===== src/verilog/pad_ctrl_pkg.sv =====
/*
 * Pad multiplexer shared definitions
 *
 * Function selector encoding, pad numbering and widths for the
 * seventeen muxed pads, the I2C1 alternate pad lists in priority
 * order, and the idle levels seen by unrouted peripheral inputs
 */

`default_nettype none

package pad_ctrl_pkg;

   ////////////////////////////////////////////////////////////
   // Pad function selector
   ////////////////////////////////////////////////////////////

   typedef enum logic [1:0] {
      FUNC_PERIPH = 2'd0,  // Pad owned by its own peripheral
      FUNC_GPIO   = 2'd1,  // Pad owned by GPIO bit of same index
      FUNC_ALT    = 2'd2,  // I2C1, only on the listed pads
      FUNC_NONE   = 2'd3   // Idle pad
   } pad_func_e;

   ////////////////////////////////////////////////////////////
   // Widths
   ////////////////////////////////////////////////////////////

   // Muxed pads, also the GPIO width
   localparam int unsigned N_PADS      = 17;
   // Electrical config word per pad
   localparam int unsigned PAD_CFG_W   = 6;
   localparam int unsigned N_SPI_LINES = 4;
   localparam int unsigned N_SDIO_DATA = 4;

   ////////////////////////////////////////////////////////////
   // Pad indices
   ////////////////////////////////////////////////////////////

   // SPI master data lines
   localparam int unsigned PAD_SPIM_SDIO0 = 0;
   localparam int unsigned PAD_SPIM_SDIO1 = 1;
   localparam int unsigned PAD_SPIM_SDIO2 = 2;
   localparam int unsigned PAD_SPIM_SDIO3 = 3;
   // SPI chip selects and clock
   localparam int unsigned PAD_SPIM_CSN0  = 4;
   localparam int unsigned PAD_SPIM_CSN1  = 5;
   localparam int unsigned PAD_SPIM_SCK   = 6;
   // UART
   localparam int unsigned PAD_UART_RX    = 7;
   localparam int unsigned PAD_UART_TX    = 8;
   // SDIO
   localparam int unsigned PAD_SDIO_CLK   = 9;
   localparam int unsigned PAD_SDIO_CMD   = 10;
   localparam int unsigned PAD_SDIO_DATA0 = 11;
   localparam int unsigned PAD_SDIO_DATA1 = 12;
   localparam int unsigned PAD_SDIO_DATA2 = 13;
   localparam int unsigned PAD_SDIO_DATA3 = 14;
   // I2C0
   localparam int unsigned PAD_I2C0_SDA   = 15;
   localparam int unsigned PAD_I2C0_SCL   = 16;

   ////////////////////////////////////////////////////////////
   // I2C1 alternate pads, highest priority first
   ////////////////////////////////////////////////////////////

   localparam int unsigned N_I2C1_ALT = 3;

   localparam int unsigned I2C1_SDA_PADS [N_I2C1_ALT] =
      '{PAD_SPIM_SDIO2, PAD_UART_RX, PAD_SDIO_DATA2};
   localparam int unsigned I2C1_SCL_PADS [N_I2C1_ALT] =
      '{PAD_SPIM_SDIO3, PAD_UART_TX, PAD_SDIO_DATA3};

   // Input level when the pad is not routed to the peripheral
   localparam logic IDLE_PULLUP = 1'b1;  // I2C, UART RX
   localparam logic IDLE_LOW    = 1'b0;  // SPI, SDIO, GPIO

endpackage

`default_nettype wire


===== src/verilog/pad_control.sv =====
/*
 * SoC pad control
 *
 * Joins the pad frame and the peripherals: the output mux drives
 * pad values, enables and configuration, the input router returns
 * pad inputs to SPI, UART, SDIO, I2C and GPIO
 */

`timescale 1ns/1ps
`default_nettype none

module pad_control (
   // Function selector and config registers
   input  pad_ctrl_pkg::pad_func_e [pad_ctrl_pkg::N_PADS-1:0] pad_mux_i,
   input  logic [pad_ctrl_pkg::N_PADS-1:0][pad_ctrl_pkg::PAD_CFG_W-1:0] pad_cfg_i,
   input  logic [pad_ctrl_pkg::N_PADS-1:0][pad_ctrl_pkg::PAD_CFG_W-1:0] gpio_cfg_i,

   // GPIO
   input  logic [pad_ctrl_pkg::N_PADS-1:0]                    gpio_out_i,
   input  logic [pad_ctrl_pkg::N_PADS-1:0]                    gpio_dir_i,
   output logic [pad_ctrl_pkg::N_PADS-1:0]                    gpio_in_o,

   // SPI master
   input  logic [pad_ctrl_pkg::N_SPI_LINES-1:0]               spi_sdo_i,
   input  logic [pad_ctrl_pkg::N_SPI_LINES-1:0]               spi_oen_i,
   input  logic [1:0]                                         spi_csn_i,
   input  logic                                               spi_clk_i,
   output logic [pad_ctrl_pkg::N_SPI_LINES-1:0]               spi_sdi_o,

   // UART
   input  logic                                               uart_tx_i,
   output logic                                               uart_rx_o,

   // SDIO
   input  logic                                               sdio_clk_i,
   input  logic                                               sdio_cmd_i,
   input  logic                                               sdio_cmd_oen_i,
   output logic                                               sdio_cmd_o,
   input  logic [pad_ctrl_pkg::N_SDIO_DATA-1:0]               sdio_data_i,
   input  logic [pad_ctrl_pkg::N_SDIO_DATA-1:0]               sdio_data_oen_i,
   output logic [pad_ctrl_pkg::N_SDIO_DATA-1:0]               sdio_data_o,

   // I2C0 on bit 0, I2C1 on bit 1
   input  logic [1:0]                                         i2c_sda_out_i,
   input  logic [1:0]                                         i2c_sda_oe_i,
   output logic [1:0]                                         i2c_sda_in_o,
   input  logic [1:0]                                         i2c_scl_out_i,
   input  logic [1:0]                                         i2c_scl_oe_i,
   output logic [1:0]                                         i2c_scl_in_o,

   // Pad frame
   input  logic [pad_ctrl_pkg::N_PADS-1:0]                    pad_in_i,
   output logic [pad_ctrl_pkg::N_PADS-1:0]                    pad_out_o,
   output logic [pad_ctrl_pkg::N_PADS-1:0]                    pad_oe_o,
   output logic [pad_ctrl_pkg::N_PADS-1:0][pad_ctrl_pkg::PAD_CFG_W-1:0] pad_cfg_o
);

   ////////////////////////////////////////////////////////////
   // Towards the pads
   ////////////////////////////////////////////////////////////

   pad_out_mux i_pad_out_mux (
      .pad_mux_i       (pad_mux_i),
      .gpio_out_i      (gpio_out_i),
      .gpio_dir_i      (gpio_dir_i),
      .gpio_cfg_i      (gpio_cfg_i),
      .pad_cfg_i       (pad_cfg_i),
      .spi_sdo_i       (spi_sdo_i),
      .spi_oen_i       (spi_oen_i),
      .spi_csn_i       (spi_csn_i),
      .spi_clk_i       (spi_clk_i),
      .uart_tx_i       (uart_tx_i),
      .sdio_clk_i      (sdio_clk_i),
      .sdio_cmd_i      (sdio_cmd_i),
      .sdio_cmd_oen_i  (sdio_cmd_oen_i),
      .sdio_data_i     (sdio_data_i),
      .sdio_data_oen_i (sdio_data_oen_i),
      .i2c_sda_out_i   (i2c_sda_out_i),
      .i2c_sda_oe_i    (i2c_sda_oe_i),
      .i2c_scl_out_i   (i2c_scl_out_i),
      .i2c_scl_oe_i    (i2c_scl_oe_i),
      .pad_out_o       (pad_out_o),
      .pad_oe_o        (pad_oe_o),
      .pad_cfg_o       (pad_cfg_o)
   );

   ////////////////////////////////////////////////////////////
   // Towards the peripherals
   ////////////////////////////////////////////////////////////

   pad_in_route i_pad_in_route (
      .pad_mux_i    (pad_mux_i),
      .pad_in_i     (pad_in_i),
      .spi_sdi_o    (spi_sdi_o),
      .uart_rx_o    (uart_rx_o),
      .sdio_cmd_o   (sdio_cmd_o),
      .sdio_data_o  (sdio_data_o),
      .i2c_sda_in_o (i2c_sda_in_o),
      .i2c_scl_in_o (i2c_scl_in_o),
      .gpio_in_o    (gpio_in_o)
   );

endmodule

`default_nettype wire


===== src/verilog/pad_in_route.sv =====
/*
 * Pad input router
 *
 * Hands each pad input to its peripheral while the pad is in
 * peripheral mode, otherwise the peripheral sees its idle level.
 * GPIO inputs are gated per pad and the I2C1 inputs come from the
 * first alternate pad of each list that is set to the alternate mode
 */

`timescale 1ns/1ps
`default_nettype none

module pad_in_route (
   // Function selector per pad
   input  pad_ctrl_pkg::pad_func_e [pad_ctrl_pkg::N_PADS-1:0] pad_mux_i,
   // Pad frame inputs
   input  logic [pad_ctrl_pkg::N_PADS-1:0]                    pad_in_i,

   // Peripheral inputs
   output logic [pad_ctrl_pkg::N_SPI_LINES-1:0]               spi_sdi_o,
   output logic                                               uart_rx_o,
   output logic                                               sdio_cmd_o,
   output logic [pad_ctrl_pkg::N_SDIO_DATA-1:0]               sdio_data_o,
   // Bit 0 is I2C0 and bit 1 is I2C1
   output logic [1:0]                                         i2c_sda_in_o,
   output logic [1:0]                                         i2c_scl_in_o,
   output logic [pad_ctrl_pkg::N_PADS-1:0]                    gpio_in_o
);

   import pad_ctrl_pkg::*;

   // Resolved I2C1 inputs
   logic i2c1_sda_in;
   logic i2c1_scl_in;

   ////////////////////////////////////////////////////////////
   // Peripheral inputs, each gated by its own pad
   ////////////////////////////////////////////////////////////

   always_comb begin
      // SPI master data in
      spi_sdi_o[0] = (pad_mux_i[PAD_SPIM_SDIO0] == FUNC_PERIPH) ?
                     pad_in_i[PAD_SPIM_SDIO0] : IDLE_LOW;
      spi_sdi_o[1] = (pad_mux_i[PAD_SPIM_SDIO1] == FUNC_PERIPH) ?
                     pad_in_i[PAD_SPIM_SDIO1] : IDLE_LOW;
      spi_sdi_o[2] = (pad_mux_i[PAD_SPIM_SDIO2] == FUNC_PERIPH) ?
                     pad_in_i[PAD_SPIM_SDIO2] : IDLE_LOW;
      spi_sdi_o[3] = (pad_mux_i[PAD_SPIM_SDIO3] == FUNC_PERIPH) ?
                     pad_in_i[PAD_SPIM_SDIO3] : IDLE_LOW;

      // UART line idles high
      uart_rx_o    = (pad_mux_i[PAD_UART_RX] == FUNC_PERIPH) ?
                     pad_in_i[PAD_UART_RX] : IDLE_PULLUP;

      // SDIO command and data
      sdio_cmd_o     = (pad_mux_i[PAD_SDIO_CMD] == FUNC_PERIPH) ?
                       pad_in_i[PAD_SDIO_CMD] : IDLE_LOW;
      sdio_data_o[0] = (pad_mux_i[PAD_SDIO_DATA0] == FUNC_PERIPH) ?
                       pad_in_i[PAD_SDIO_DATA0] : IDLE_LOW;
      sdio_data_o[1] = (pad_mux_i[PAD_SDIO_DATA1] == FUNC_PERIPH) ?
                       pad_in_i[PAD_SDIO_DATA1] : IDLE_LOW;
      sdio_data_o[2] = (pad_mux_i[PAD_SDIO_DATA2] == FUNC_PERIPH) ?
                       pad_in_i[PAD_SDIO_DATA2] : IDLE_LOW;
      sdio_data_o[3] = (pad_mux_i[PAD_SDIO_DATA3] == FUNC_PERIPH) ?
                       pad_in_i[PAD_SDIO_DATA3] : IDLE_LOW;
   end

   // I2C0 bus released reads as pulled up
   assign i2c_sda_in_o[0] = (pad_mux_i[PAD_I2C0_SDA] == FUNC_PERIPH) ?
                            pad_in_i[PAD_I2C0_SDA] : IDLE_PULLUP;
   assign i2c_scl_in_o[0] = (pad_mux_i[PAD_I2C0_SCL] == FUNC_PERIPH) ?
                            pad_in_i[PAD_I2C0_SCL] : IDLE_PULLUP;

   ////////////////////////////////////////////////////////////
   // I2C1 priority search
   ////////////////////////////////////////////////////////////

   // Walk from lowest priority up so the first listed pad wins
   always_comb begin
      i2c1_sda_in = IDLE_PULLUP;
      i2c1_scl_in = IDLE_PULLUP;
      for (int k = N_I2C1_ALT - 1; k >= 0; k--) begin
         if (pad_mux_i[I2C1_SDA_PADS[k]] == FUNC_ALT) begin
            i2c1_sda_in = pad_in_i[I2C1_SDA_PADS[k]];
         end
         if (pad_mux_i[I2C1_SCL_PADS[k]] == FUNC_ALT) begin
            i2c1_scl_in = pad_in_i[I2C1_SCL_PADS[k]];
         end
      end
   end

   assign i2c_sda_in_o[1] = i2c1_sda_in;
   assign i2c_scl_in_o[1] = i2c1_scl_in;

   // GPIO bit p reads pad p only in GPIO mode
   always_comb begin
      for (int p = 0; p < N_PADS; p++) begin
         gpio_in_o[p] = (pad_mux_i[p] == FUNC_GPIO) ? pad_in_i[p] : IDLE_LOW;
      end
   end

endmodule

`default_nettype wire


===== src/verilog/pad_out_mux.sv =====
/*
 * Pad output multiplexer
 *
 * Selects, for every pad, the output value and output enable from
 * its peripheral, its GPIO bit or the I2C1 alternate function, and
 * picks the pad configuration word from GPIO or the pad registers
 */

`timescale 1ns/1ps
`default_nettype none

module pad_out_mux (
   // Function selector per pad
   input  pad_ctrl_pkg::pad_func_e [pad_ctrl_pkg::N_PADS-1:0] pad_mux_i,

   // GPIO
   input  logic [pad_ctrl_pkg::N_PADS-1:0]                    gpio_out_i,
   input  logic [pad_ctrl_pkg::N_PADS-1:0]                    gpio_dir_i,
   input  logic [pad_ctrl_pkg::N_PADS-1:0][pad_ctrl_pkg::PAD_CFG_W-1:0] gpio_cfg_i,
   input  logic [pad_ctrl_pkg::N_PADS-1:0][pad_ctrl_pkg::PAD_CFG_W-1:0] pad_cfg_i,

   // SPI master
   input  logic [pad_ctrl_pkg::N_SPI_LINES-1:0]               spi_sdo_i,
   input  logic [pad_ctrl_pkg::N_SPI_LINES-1:0]               spi_oen_i,
   input  logic [1:0]                                         spi_csn_i,
   input  logic                                               spi_clk_i,

   // UART
   input  logic                                               uart_tx_i,

   // SDIO
   input  logic                                               sdio_clk_i,
   input  logic                                               sdio_cmd_i,
   input  logic                                               sdio_cmd_oen_i,
   input  logic [pad_ctrl_pkg::N_SDIO_DATA-1:0]               sdio_data_i,
   input  logic [pad_ctrl_pkg::N_SDIO_DATA-1:0]               sdio_data_oen_i,

   // I2C, bit 0 is I2C0 and bit 1 is I2C1
   input  logic [1:0]                                         i2c_sda_out_i,
   input  logic [1:0]                                         i2c_sda_oe_i,
   input  logic [1:0]                                         i2c_scl_out_i,
   input  logic [1:0]                                         i2c_scl_oe_i,

   // Pad frame
   output logic [pad_ctrl_pkg::N_PADS-1:0]                    pad_out_o,
   output logic [pad_ctrl_pkg::N_PADS-1:0]                    pad_oe_o,
   output logic [pad_ctrl_pkg::N_PADS-1:0][pad_ctrl_pkg::PAD_CFG_W-1:0] pad_cfg_o
);

   import pad_ctrl_pkg::*;

   // Per pad value and enable in peripheral mode
   logic [N_PADS-1:0] periph_out;
   logic [N_PADS-1:0] periph_oe;
   // Per pad value and enable in alternate mode
   logic [N_PADS-1:0] alt_out;
   logic [N_PADS-1:0] alt_oe;

   ////////////////////////////////////////////////////////////
   // Peripheral side gathered per pad
   ////////////////////////////////////////////////////////////

   always_comb begin
      // SPI data, enable is active low at the master
      periph_out[PAD_SPIM_SDIO0] = spi_sdo_i[0];
      periph_out[PAD_SPIM_SDIO1] = spi_sdo_i[1];
      periph_out[PAD_SPIM_SDIO2] = spi_sdo_i[2];
      periph_out[PAD_SPIM_SDIO3] = spi_sdo_i[3];
      periph_oe[PAD_SPIM_SDIO0]  = ~spi_oen_i[0];
      periph_oe[PAD_SPIM_SDIO1]  = ~spi_oen_i[1];
      periph_oe[PAD_SPIM_SDIO2]  = ~spi_oen_i[2];
      periph_oe[PAD_SPIM_SDIO3]  = ~spi_oen_i[3];

      // Always driven outputs
      periph_out[PAD_SPIM_CSN0]  = spi_csn_i[0];
      periph_out[PAD_SPIM_CSN1]  = spi_csn_i[1];
      periph_out[PAD_SPIM_SCK]   = spi_clk_i;
      periph_out[PAD_UART_TX]    = uart_tx_i;
      periph_out[PAD_SDIO_CLK]   = sdio_clk_i;
      periph_oe[PAD_SPIM_CSN0]   = 1'b1;
      periph_oe[PAD_SPIM_CSN1]   = 1'b1;
      periph_oe[PAD_SPIM_SCK]    = 1'b1;
      periph_oe[PAD_UART_TX]     = 1'b1;
      periph_oe[PAD_SDIO_CLK]    = 1'b1;

      // RX pad is input only
      periph_out[PAD_UART_RX]    = 1'b0;
      periph_oe[PAD_UART_RX]     = 1'b0;

      // SDIO command and data, active low enables
      periph_out[PAD_SDIO_CMD]   = sdio_cmd_i;
      periph_out[PAD_SDIO_DATA0] = sdio_data_i[0];
      periph_out[PAD_SDIO_DATA1] = sdio_data_i[1];
      periph_out[PAD_SDIO_DATA2] = sdio_data_i[2];
      periph_out[PAD_SDIO_DATA3] = sdio_data_i[3];
      periph_oe[PAD_SDIO_CMD]    = ~sdio_cmd_oen_i;
      periph_oe[PAD_SDIO_DATA0]  = ~sdio_data_oen_i[0];
      periph_oe[PAD_SDIO_DATA1]  = ~sdio_data_oen_i[1];
      periph_oe[PAD_SDIO_DATA2]  = ~sdio_data_oen_i[2];
      periph_oe[PAD_SDIO_DATA3]  = ~sdio_data_oen_i[3];

      // I2C0 open drain control passed straight through
      periph_out[PAD_I2C0_SDA]   = i2c_sda_out_i[0];
      periph_out[PAD_I2C0_SCL]   = i2c_scl_out_i[0];
      periph_oe[PAD_I2C0_SDA]    = i2c_sda_oe_i[0];
      periph_oe[PAD_I2C0_SCL]    = i2c_scl_oe_i[0];
   end

   // I2C1 lands on the listed pads, all others stay quiet
   always_comb begin
      alt_out = '0;
      alt_oe  = '0;
      for (int k = 0; k < N_I2C1_ALT; k++) begin
         alt_out[I2C1_SDA_PADS[k]] = i2c_sda_out_i[1];
         alt_oe[I2C1_SDA_PADS[k]]  = i2c_sda_oe_i[1];
         alt_out[I2C1_SCL_PADS[k]] = i2c_scl_out_i[1];
         alt_oe[I2C1_SCL_PADS[k]]  = i2c_scl_oe_i[1];
      end
   end

   ////////////////////////////////////////////////////////////
   // Four way function select per pad
   ////////////////////////////////////////////////////////////

   always_comb begin
      for (int p = 0; p < N_PADS; p++) begin
         // Pad registers own the config unless GPIO has the pad
         pad_cfg_o[p] = pad_cfg_i[p];
         case (pad_mux_i[p])
            FUNC_PERIPH: begin
               pad_out_o[p] = periph_out[p];
               pad_oe_o[p]  = periph_oe[p];
            end
            FUNC_GPIO: begin
               pad_out_o[p] = gpio_out_i[p];
               pad_oe_o[p]  = gpio_dir_i[p];
               pad_cfg_o[p] = gpio_cfg_i[p];
            end
            FUNC_ALT: begin
               pad_out_o[p] = alt_out[p];
               pad_oe_o[p]  = alt_oe[p];
            end
            // FUNC_NONE, pad released
            default: begin
               pad_out_o[p] = 1'b0;
               pad_oe_o[p]  = 1'b0;
            end
         endcase
      end
   end

endmodule

`default_nettype wire


===== config.mk =====
export PLATFORM = sky130hd
export DESIGN_NAME = pad_control
export DESIGN_NICKNAME = d
export VERILOG_FILES = /design/src/verilog/pad_ctrl_pkg.sv /design/src/verilog/pad_control.sv /design/src/verilog/pad_in_route.sv /design/src/verilog/pad_out_mux.sv
export SDC_FILE = /design/constraint.sdc
export NUM_CORES = 1
export LEC_CHECK = 0
export ABC_AREA = 1
export ABC_CLOCK_PERIOD_IN_PS = 800
export BUFFER_PORTS_ARGS = -buffer_cell sky130_fd_sc_hd__buf_4
export CAP_MARGIN = 0
export CORE_AREA = 2 2 188 190
export DETAILED_ROUTE_END_ITERATION = 10
export DIE_AREA = 0 0 190 192
export GPL_TIMING_DRIVEN = 0
export SLEW_MARGIN = 10
export SYNTH_ARGS = -nofsm -noshare
export SYNTH_HDL_FRONTEND = slang
export SYNTH_HIERARCHICAL = 1
export SYNTH_SLANG_ARGS = --single-unit

===== constraint.sdc =====
create_clock -name vclk -period 0.8
set_input_delay 0.04 -clock vclk [all_inputs]
set_output_delay 0.04 -clock vclk [all_outputs]
set_load 0.02 [all_outputs]

# After elaboration in Yosys (flattened, before gate mapping)
# Index checks and enable logic that the tools add are counted.
# classes
add_sub_neg	0
mul	0
div_mod_pow	0
n_lt_le_gt_ge	0
eq_ne	23
shift	0
muxes	86
n_bitwise	9
reduce_logical	17
# ops
cell	n
$mux 6	17
$pmux 1 s2	24
$mux 1	35
$eq 2x1->1 const B	17
$logic_not 2->1	17
$pmux 1 s3	10
$eq 2x2->1 const B	6
$not 1->1	9
# word_totals
register_bits	0
latch_bits	0
ramBits	0
mem_bits_ro	0
in_bits	320
output_inout_bits	167
word_cells	135
n_memories	0

# Longest topological paths before layout
# Gate-level depths: netlist (run 1).
# depth
depth_word	4
depth_mapped	7
ltp_nobuf	6

# By module
# Netlist (run 1), hierarchy kept.
# modules_own_cells
module	n_inst	cells_per_inst	area_each_um2	seq_area_each_um2
pad_out_mux	1	498	2264.7	0.0
pad_in_route	1	81	355.3	0.0

# Worst setup path before layout (run 1)
# No wires, ideal clock.
# synth_path
kind	input to output
start	in pad_mux_i[15] (netlist name)
end	out pad_cfg_o[43] (netlist name)
arrival_time_ns	0.932
required_time_ns	0.760
path_slack_ns	-0.172
cell_stages	4
path_buffers	1
cell_sequence	inv_1 -> ha_1 -> buf_4 -> o21ai_0
# synth_rtl
item	line	text
start, declared	pad_control.sv:14	input pad_ctrl_pkg::pad_func_e [pad_ctrl_pkg::N_PADS-1:0] pad_mux_i,
end, declared	pad_control.sv:55	output logic [pad_ctrl_pkg::N_PADS-1:0][pad_ctrl_pkg::PAD_CFG_W-1:0] pad_cfg_o

==> results of run 1 <==
[cells in the final DEF (no fill, tap or decap), types with 2 or more instances in the layout]
cell type / instances
inv_1: 35
inv_4: 7
nor2_2: 6
o21ai_2: 5
nor3b_1: 4
buf_8: 4
nor2_1: 16
o21ai_1: 7
nor3_1: 12
inv_2: 13
nand2_8: 3
a21oi_1: 5
ha_4: 2
nand3_2: 7
clkinvlp_4: 4
inv_6: 3
nand3_1: 149
buf_6: 44
nand2_1: 231
buf_12: 6
nand2_2: 22
nand2_4: 16
buf_4: 460
[routing by layer]
metal | vias to the layer above | GRT usage [%] | share of wire (%)
met4 | 0 | 2.47 | 2.8
met3 | 26 | 1.44 | 8.0
met5 | - | 0 | 0
met1 | 2501 | 11.3 | 38
met2 | 295 | 18.1 | 51
li1 | 2833 | - | -
[layout make-up]
type	instances	share of cell area [%]
Buffer	19	2.98
Inverter	64	4.10
Timing Repair Buffer	498	52.8
Multi-Input combinational cell	488	32.5
Antenna cell	1	0.0333
Tap cell	455	7.58
[through the flow]
step / TNS (ps) / power [mW]
after global placement: -5580 / 4.39
after global routing: -127 / 5.19
after detailed placement: -5970 / 4.42
after floorplan: -99.7 / 1.84
after CTS: 0 / 4.67
final: -6.76 / 4.87
[logic make-up (layout without fill, tap and decap cells)]
group | after synthesis | count (layout) | synth area share (%)
other | 0 | 1 | 0
buffers and inverters | 91 | 581 | 17.1
adders and majority gates | 2 | 2 | 0.955
AOI/OAI and AO/OA | 18 | 18 | 3.44
and+or+nand+nor | 468 | 468 | 78.5
[report_power, final]
group	internal [mW]	leakage [nW]	total [mW]	switching, mW
Clock	0.000000167	0.00000634	0.000000167	0
Combinational	2.43	4.27	4.87	2.43
Sequential	0	0	0	0
[worst min path at each step]
stage	end	slack [ps]	cells after the start
detailed placement	sdio_data_o[0]	360	3
global route	pad_oe_o[5]	370	3
finish	pad_oe_o[5]	350	3
CTS	sdio_data_o[0]	360	3
floorplan	pad_oe_o[4]	160	1
global placement	sdio_data_o[1]	350	3
[timing repair]
action | in CTS | in global routing
buffers inserted | 3 | 2
endpoints found under the setup margin | 67 | 61
endpoints found under the hold margin | 0 | 0
resized for setup | 84 | 81
pin swaps | 11 | 20
cloned | 3 | 3
==> implementation parameters, run 1 <==
Parameter                              Value

Outcome
  Status ... finished, violations left
  Violations in the final reports ... negative setup slack

Yosys
  Number of warning messages in the yosys log ... 6
  Ranking of synthesized cells by instance count ... 257 x nand2_1, 157 x nand3_1, 51 x inv_1
  Cells after Synth ... just under 600
  Cell area after synthesis ... 2620 µm²
  Syn avg cell area ... around 4.5 µm²
  Sequential area share after synthesis ... 0%
  Synth unique cells ... 17
  Portion of synthesized cell area occupied by the leading cell type ... 36.8%
  Nets in the synthesized netlist ... about 900
  Leading post-synthesis cells by cell area ... nand2_1 37%, nand3_1 30%, inv_1 7.3%, buf_4 5.4%, nand2_2 2.6%
  Most instantiated library cell after synthesis ... nand2_1
  Post-synth top area cell ... nand2_1

Place
  Placed Cells ... 1521
  Final HPWL DP ... approximately 18 mm
  Cell area after placement ... roughly 6800 µm²
  Setup slack after placement ... -381 ps
  GPL Wtd Cong ... 0.860
  IO Port Bufs ... 487

Worst setup path
  Gate family responsible for the most delay along the worst path ... buffers and inverters
  Startpoint of the worst setup timing path ... pad_mux_i[15]
  Critical path capture point ... pad_cfg_o[45]
  Critical Path, Cell by Cell ... buf_12, clkinv_8, ha_4, buf_6, o21ai_2, buf_6
  Sort of element at the start of the critical path ... input port
  Kind of critical path ... in2out
  Worst Path Required ... ~760 ps
  Critical path endpoint category ... primary output
  Critical path buffers and inverters ... 4
  Library cell contributing the largest single delay on the critical path ... ha_4
  Critical path depth ... 6
  Arrival time of data at the critical path endpoint ... ~760 ps
  Cell repeated most along the worst path ... buf_6
  Critical path fanouts, max ... 6
  CP peak stage delay ... 170 ps

Route
  DR vias ... approximately 5700
  Detailed-router iteration count before antenna repair ... 6
  Routed via count divided by cell count ... between 3 and 4
  Final routed DRC violation total ... 0
  WL per Instance ... approximately 14 µm
  Initial drt markers ... 173
  Count of antenna-violating nets left after detailed routing ... 0
  Wire length after detailed routing ... between 20 and 25 mm

Global routing
  Wire length of the first global-routing pass ... 27.9 mm
  Vias in the first global route ... around 5200
  Total Routing Usage GR ... under 10%
  Pin count of the biggest net entering global routing ... 13
  Overflow left after global routing ... 0
  Antenna violations before repair ... 1

Die
  Die H ... 192 µm
  Number of top-level pins ... just under 500
  Floorplan row count ... just under 70
  Initial core utilization ... about 7.6%
  Core Footprint ... about 34000 µm²
  Die ar. ... 36500 µm²
  Die Span X ... ~190 µm

Finish
  Fill cell count ... between 3000 and 4000
  Share of the core filled with cells ... a little over a fifth
  Area of combinational cells with multiple inputs ... ~2400 µm²
  Number of clock buffers in the layout ... 0
  Share of post-route cells with drive strength above 1 ... 57.1%
  Combined flip-flop and latch cell area ... 0 µm²
  Signed area change from the synthesized netlist to the final layout ... 187%
  Final sequential cell count ... 0
  Final std cells w/o fill ... 1525
  Nets@finish ... roughly 1400
  Design Area, Final ... approximately 7500 µm²

Timing
  Worst slew slack as a fraction of its limit ... 76.5%
  Hold violation total from the final report ... 0
  Post-route worst hold slack ... ~350 ps
  Count of pins over their slew limit ... 0
  Upper clock frequency limit ... approximately 1200 MHz
  Slew @ Worst Pin ... between 300 and 400 ps
  Setup slack after layout ... -3.13 ps
  Final worst path period need ... about 800 ps
  Unrepaired setup endpoints after global routing ... yes
  Final worst-path cycle share ... 100%
  Finish-stage setup viols ... 4

Min path
  Worst hold path type ... in2out
  Worst min-delay path startpoint ... pad_mux_i[11]

Pwr
  P per Cell Area ... 648 nW/µm²
  Highest ir drop seen on vdd ... approximately 0.00025 V
  Cell leakage power ... about 4.3 nW

Clocking
  Number of buffers added to fix hold violations after cts ... 0

Job
  Max capacitance violation total ... 0
No activity file was read; power rests on OpenSTA's default activity.
==> inputs of run 2 (changes only) <==
--- a/config.mk
+++ b/config.mk
@@ -6,13 +6,14 @@
 export NUM_CORES = 1
 export LEC_CHECK = 0
 export ABC_AREA = 1
-export ABC_CLOCK_PERIOD_IN_PS = 800
+export ABC_CLOCK_PERIOD_IN_PS = 900
 export BUFFER_PORTS_ARGS = -buffer_cell sky130_fd_sc_hd__buf_4
 export CAP_MARGIN = 0
-export CORE_AREA = 2 2 188 190
+export CORE_AREA = 2 2 187 189
 export DETAILED_ROUTE_END_ITERATION = 10
-export DIE_AREA = 0 0 190 192
+export DIE_AREA = 0 0 189 191
 export GPL_TIMING_DRIVEN = 0
+export PLACE_DENSITY = 0.36
 export SLEW_MARGIN = 10
 export SYNTH_ARGS = -nofsm -noshare
 export SYNTH_HDL_FRONTEND = slang
==> constraint.sdc (replaced) <==
create_clock -name vclk -period 0.9
set_input_delay 0.045 -clock vclk [all_inputs]
set_output_delay 0.045 -clock vclk [all_outputs]
set_load 0.02 [all_outputs]
==> implementation parameters, run 2 (synthesized netlist as in run 1, its figures left out) <==
Parameter                              Value

Timing
  Final worst path period need ... about 870 ps
  Worst slew slack as a fraction of its limit ... 79.5% (+3.0 points)
  Hold violation total from the final report ... 0 (unchanged)
  Finish-stage setup viols ... 0 (-4)
  Slew @ Worst Pin ... 307 ps (-44.5 ps)
  Final worst-path cycle share ... a little over nine tenths
  Setup slack after layout ... 26.7 ps (+29.8 ps)
  Setup TNS ... 0 ps (+6.76 ps)
  Post-route worst hold slack ... 364 ps (+9.04 ps)
  Count of pins over their slew limit ... 0 (unchanged)
  Upper clock frequency limit ... 1150 MHz
  Unrepaired setup endpoints after global routing ... yes

Place
  Cell area after placement ... 6850 µm² (unchanged)
  Setup slack after placement ... -160 ps (+221 ps)
  IO Port Bufs ... 487 (unchanged)
  Placed Cells ... 1521 (unchanged)
  GPL Wtd Cong ... 0.792 (-7.9%)
  Final HPWL DP ... 17.4 mm (-0.91%)

Finish
  Design Area, Final ... 6970 µm² (-7.1%)
  Most common library cell in the layout ignoring fill and taps ... buf_4
  Final std cells w/o fill ... 1522 (-0.20%)
  Combined flip-flop and latch cell area ... 0 µm² (unchanged)
  Nets@finish ... 1391 (-0.14%)
  Final sequential cell count ... 0 (unchanged)
  Share of post-route cells with drive strength above 1 ... 53.4% (-3.6 points)
  Share of the core filled with cells ... 20.4% (-1.5 points)
  Number of clock buffers in the layout ... 0 (unchanged)
  Antenna Cells ... 0 (-1)
  Highest-count cells in the layout ignoring fill and taps ... 500 x buf_4, 252 x nand2_1, 155 x nand3_1
  Signed area change from the synthesized netlist to the final layout ... 166%

Min path
  Worst hold path type ... in2out
  Worst hold stages ... 3 (unchanged)

Clocking
  Setup bufs post-CTS ... 0 (-3)
  Number of buffers added to fix hold violations after cts ... 0 (unchanged)

Pwr
  Cell leakage power ... 4.09 nW (-4.3%)
  Highest ir drop seen on vdd ... 0.000205 V (-18%)
  Total design power ... 3.94 mW (-19%)
  P per Cell Area ... 565 nW/µm² (-13%)

Die
  Initial core utilization ... 7.68% (+0.038 points)
  Die Span X ... 189 µm (-0.53%)
  Floorplan row count ... 68 (unchanged)
  Core Footprint ... 34100 µm² (-0.50%)
  Number of top-level pins ... 487 (unchanged)
  Die ar. ... 36100 µm² (-1.0%)
  Die H ... 191 µm (-0.52%)

Route
  Detailed-router iteration count before antenna repair ... 5 (-1)
  Final routed DRC violation total ... 0 (unchanged)
  Initial drt markers ... 146 (-16%)
  WL per Instance ... 12.9 µm (-4.8%)
  Count of antenna-violating nets left after detailed routing ... 0 (unchanged)
  Wire length after detailed routing ... 19.6 mm (-5.0%)
  DR vias ... 5454 (-3.6%)
  Routed via count divided by cell count ... 3.58 (-3.4%)

Worst setup path
  Critical path fanouts, max ... 6 (unchanged)
  Arrival time of data at the critical path endpoint ... 830 ps (+70 ps)
  Critical path endpoint category ... primary output
  Kind of critical path ... in2out
  Worst Path Required ... 850 ps (+90 ps)
  Sort of element at the start of the critical path ... input port

Outcome
  Status ... completed

Global routing
  Total Routing Usage GR ... 9.73% (+0.11 points)
  Pin count of the biggest net entering global routing ... 11 (-2)
  Wire length of the first global-routing pass ... 28.5 mm (+2.1%)
  Antenna violations before repair ... 0 (-1)
  Vias in the first global route ... 5283 (+0.71%)
  Overflow left after global routing ... 0 (unchanged)

Job
  Max capacitance violation total ... 0 (unchanged)
-- run 2: timing repair --
action                                  CTS  global route
endpoints found under the setup margin   21            36
gates cloned                              1             0
pin swaps                                 1             1
gates resized for setup                  19            21
-- run 2: metal layers --
metal | wire length, µm | GRT usage [%] | part of all wire [%]
met1 | 7490 | 11.1 | 38
met2 | 10400 | 19.3 | 53
met3 | 1510 | 1.62 | 7.7
met4 | 214 | 0.931 | 1.1
met5 | 0 | 0 | 0
-- run 2: worst paths after layout --
kind	slack, ps	start	to
setup / recovery	30	pad_mux_i[15]	pad_cfg_o[43]
hold / removal	360	pad_mux_i[31]	gpio_in_o[15]
-- run 2: cell type report --
class / count / area [µm²]
inverter: 64 / 263
timing repair buffer: 488 / 3680
fill: 3960 / 27100
tap: 455 / 569
buffer: 27 / 215
multi-input combinational: 488 / 2240
-- run 2: critical path, cell delays in order --
cell and delay [ps]:
buf_6 110, inv_2 50, ha_4 180, buf_6 130, o21ai_0 150, buf_4 160
-- run 2: report_power, final --
group	internal, mW	switching, mW
Combinational	1.97	1.97
Clock	0	0
Sequential	0	0
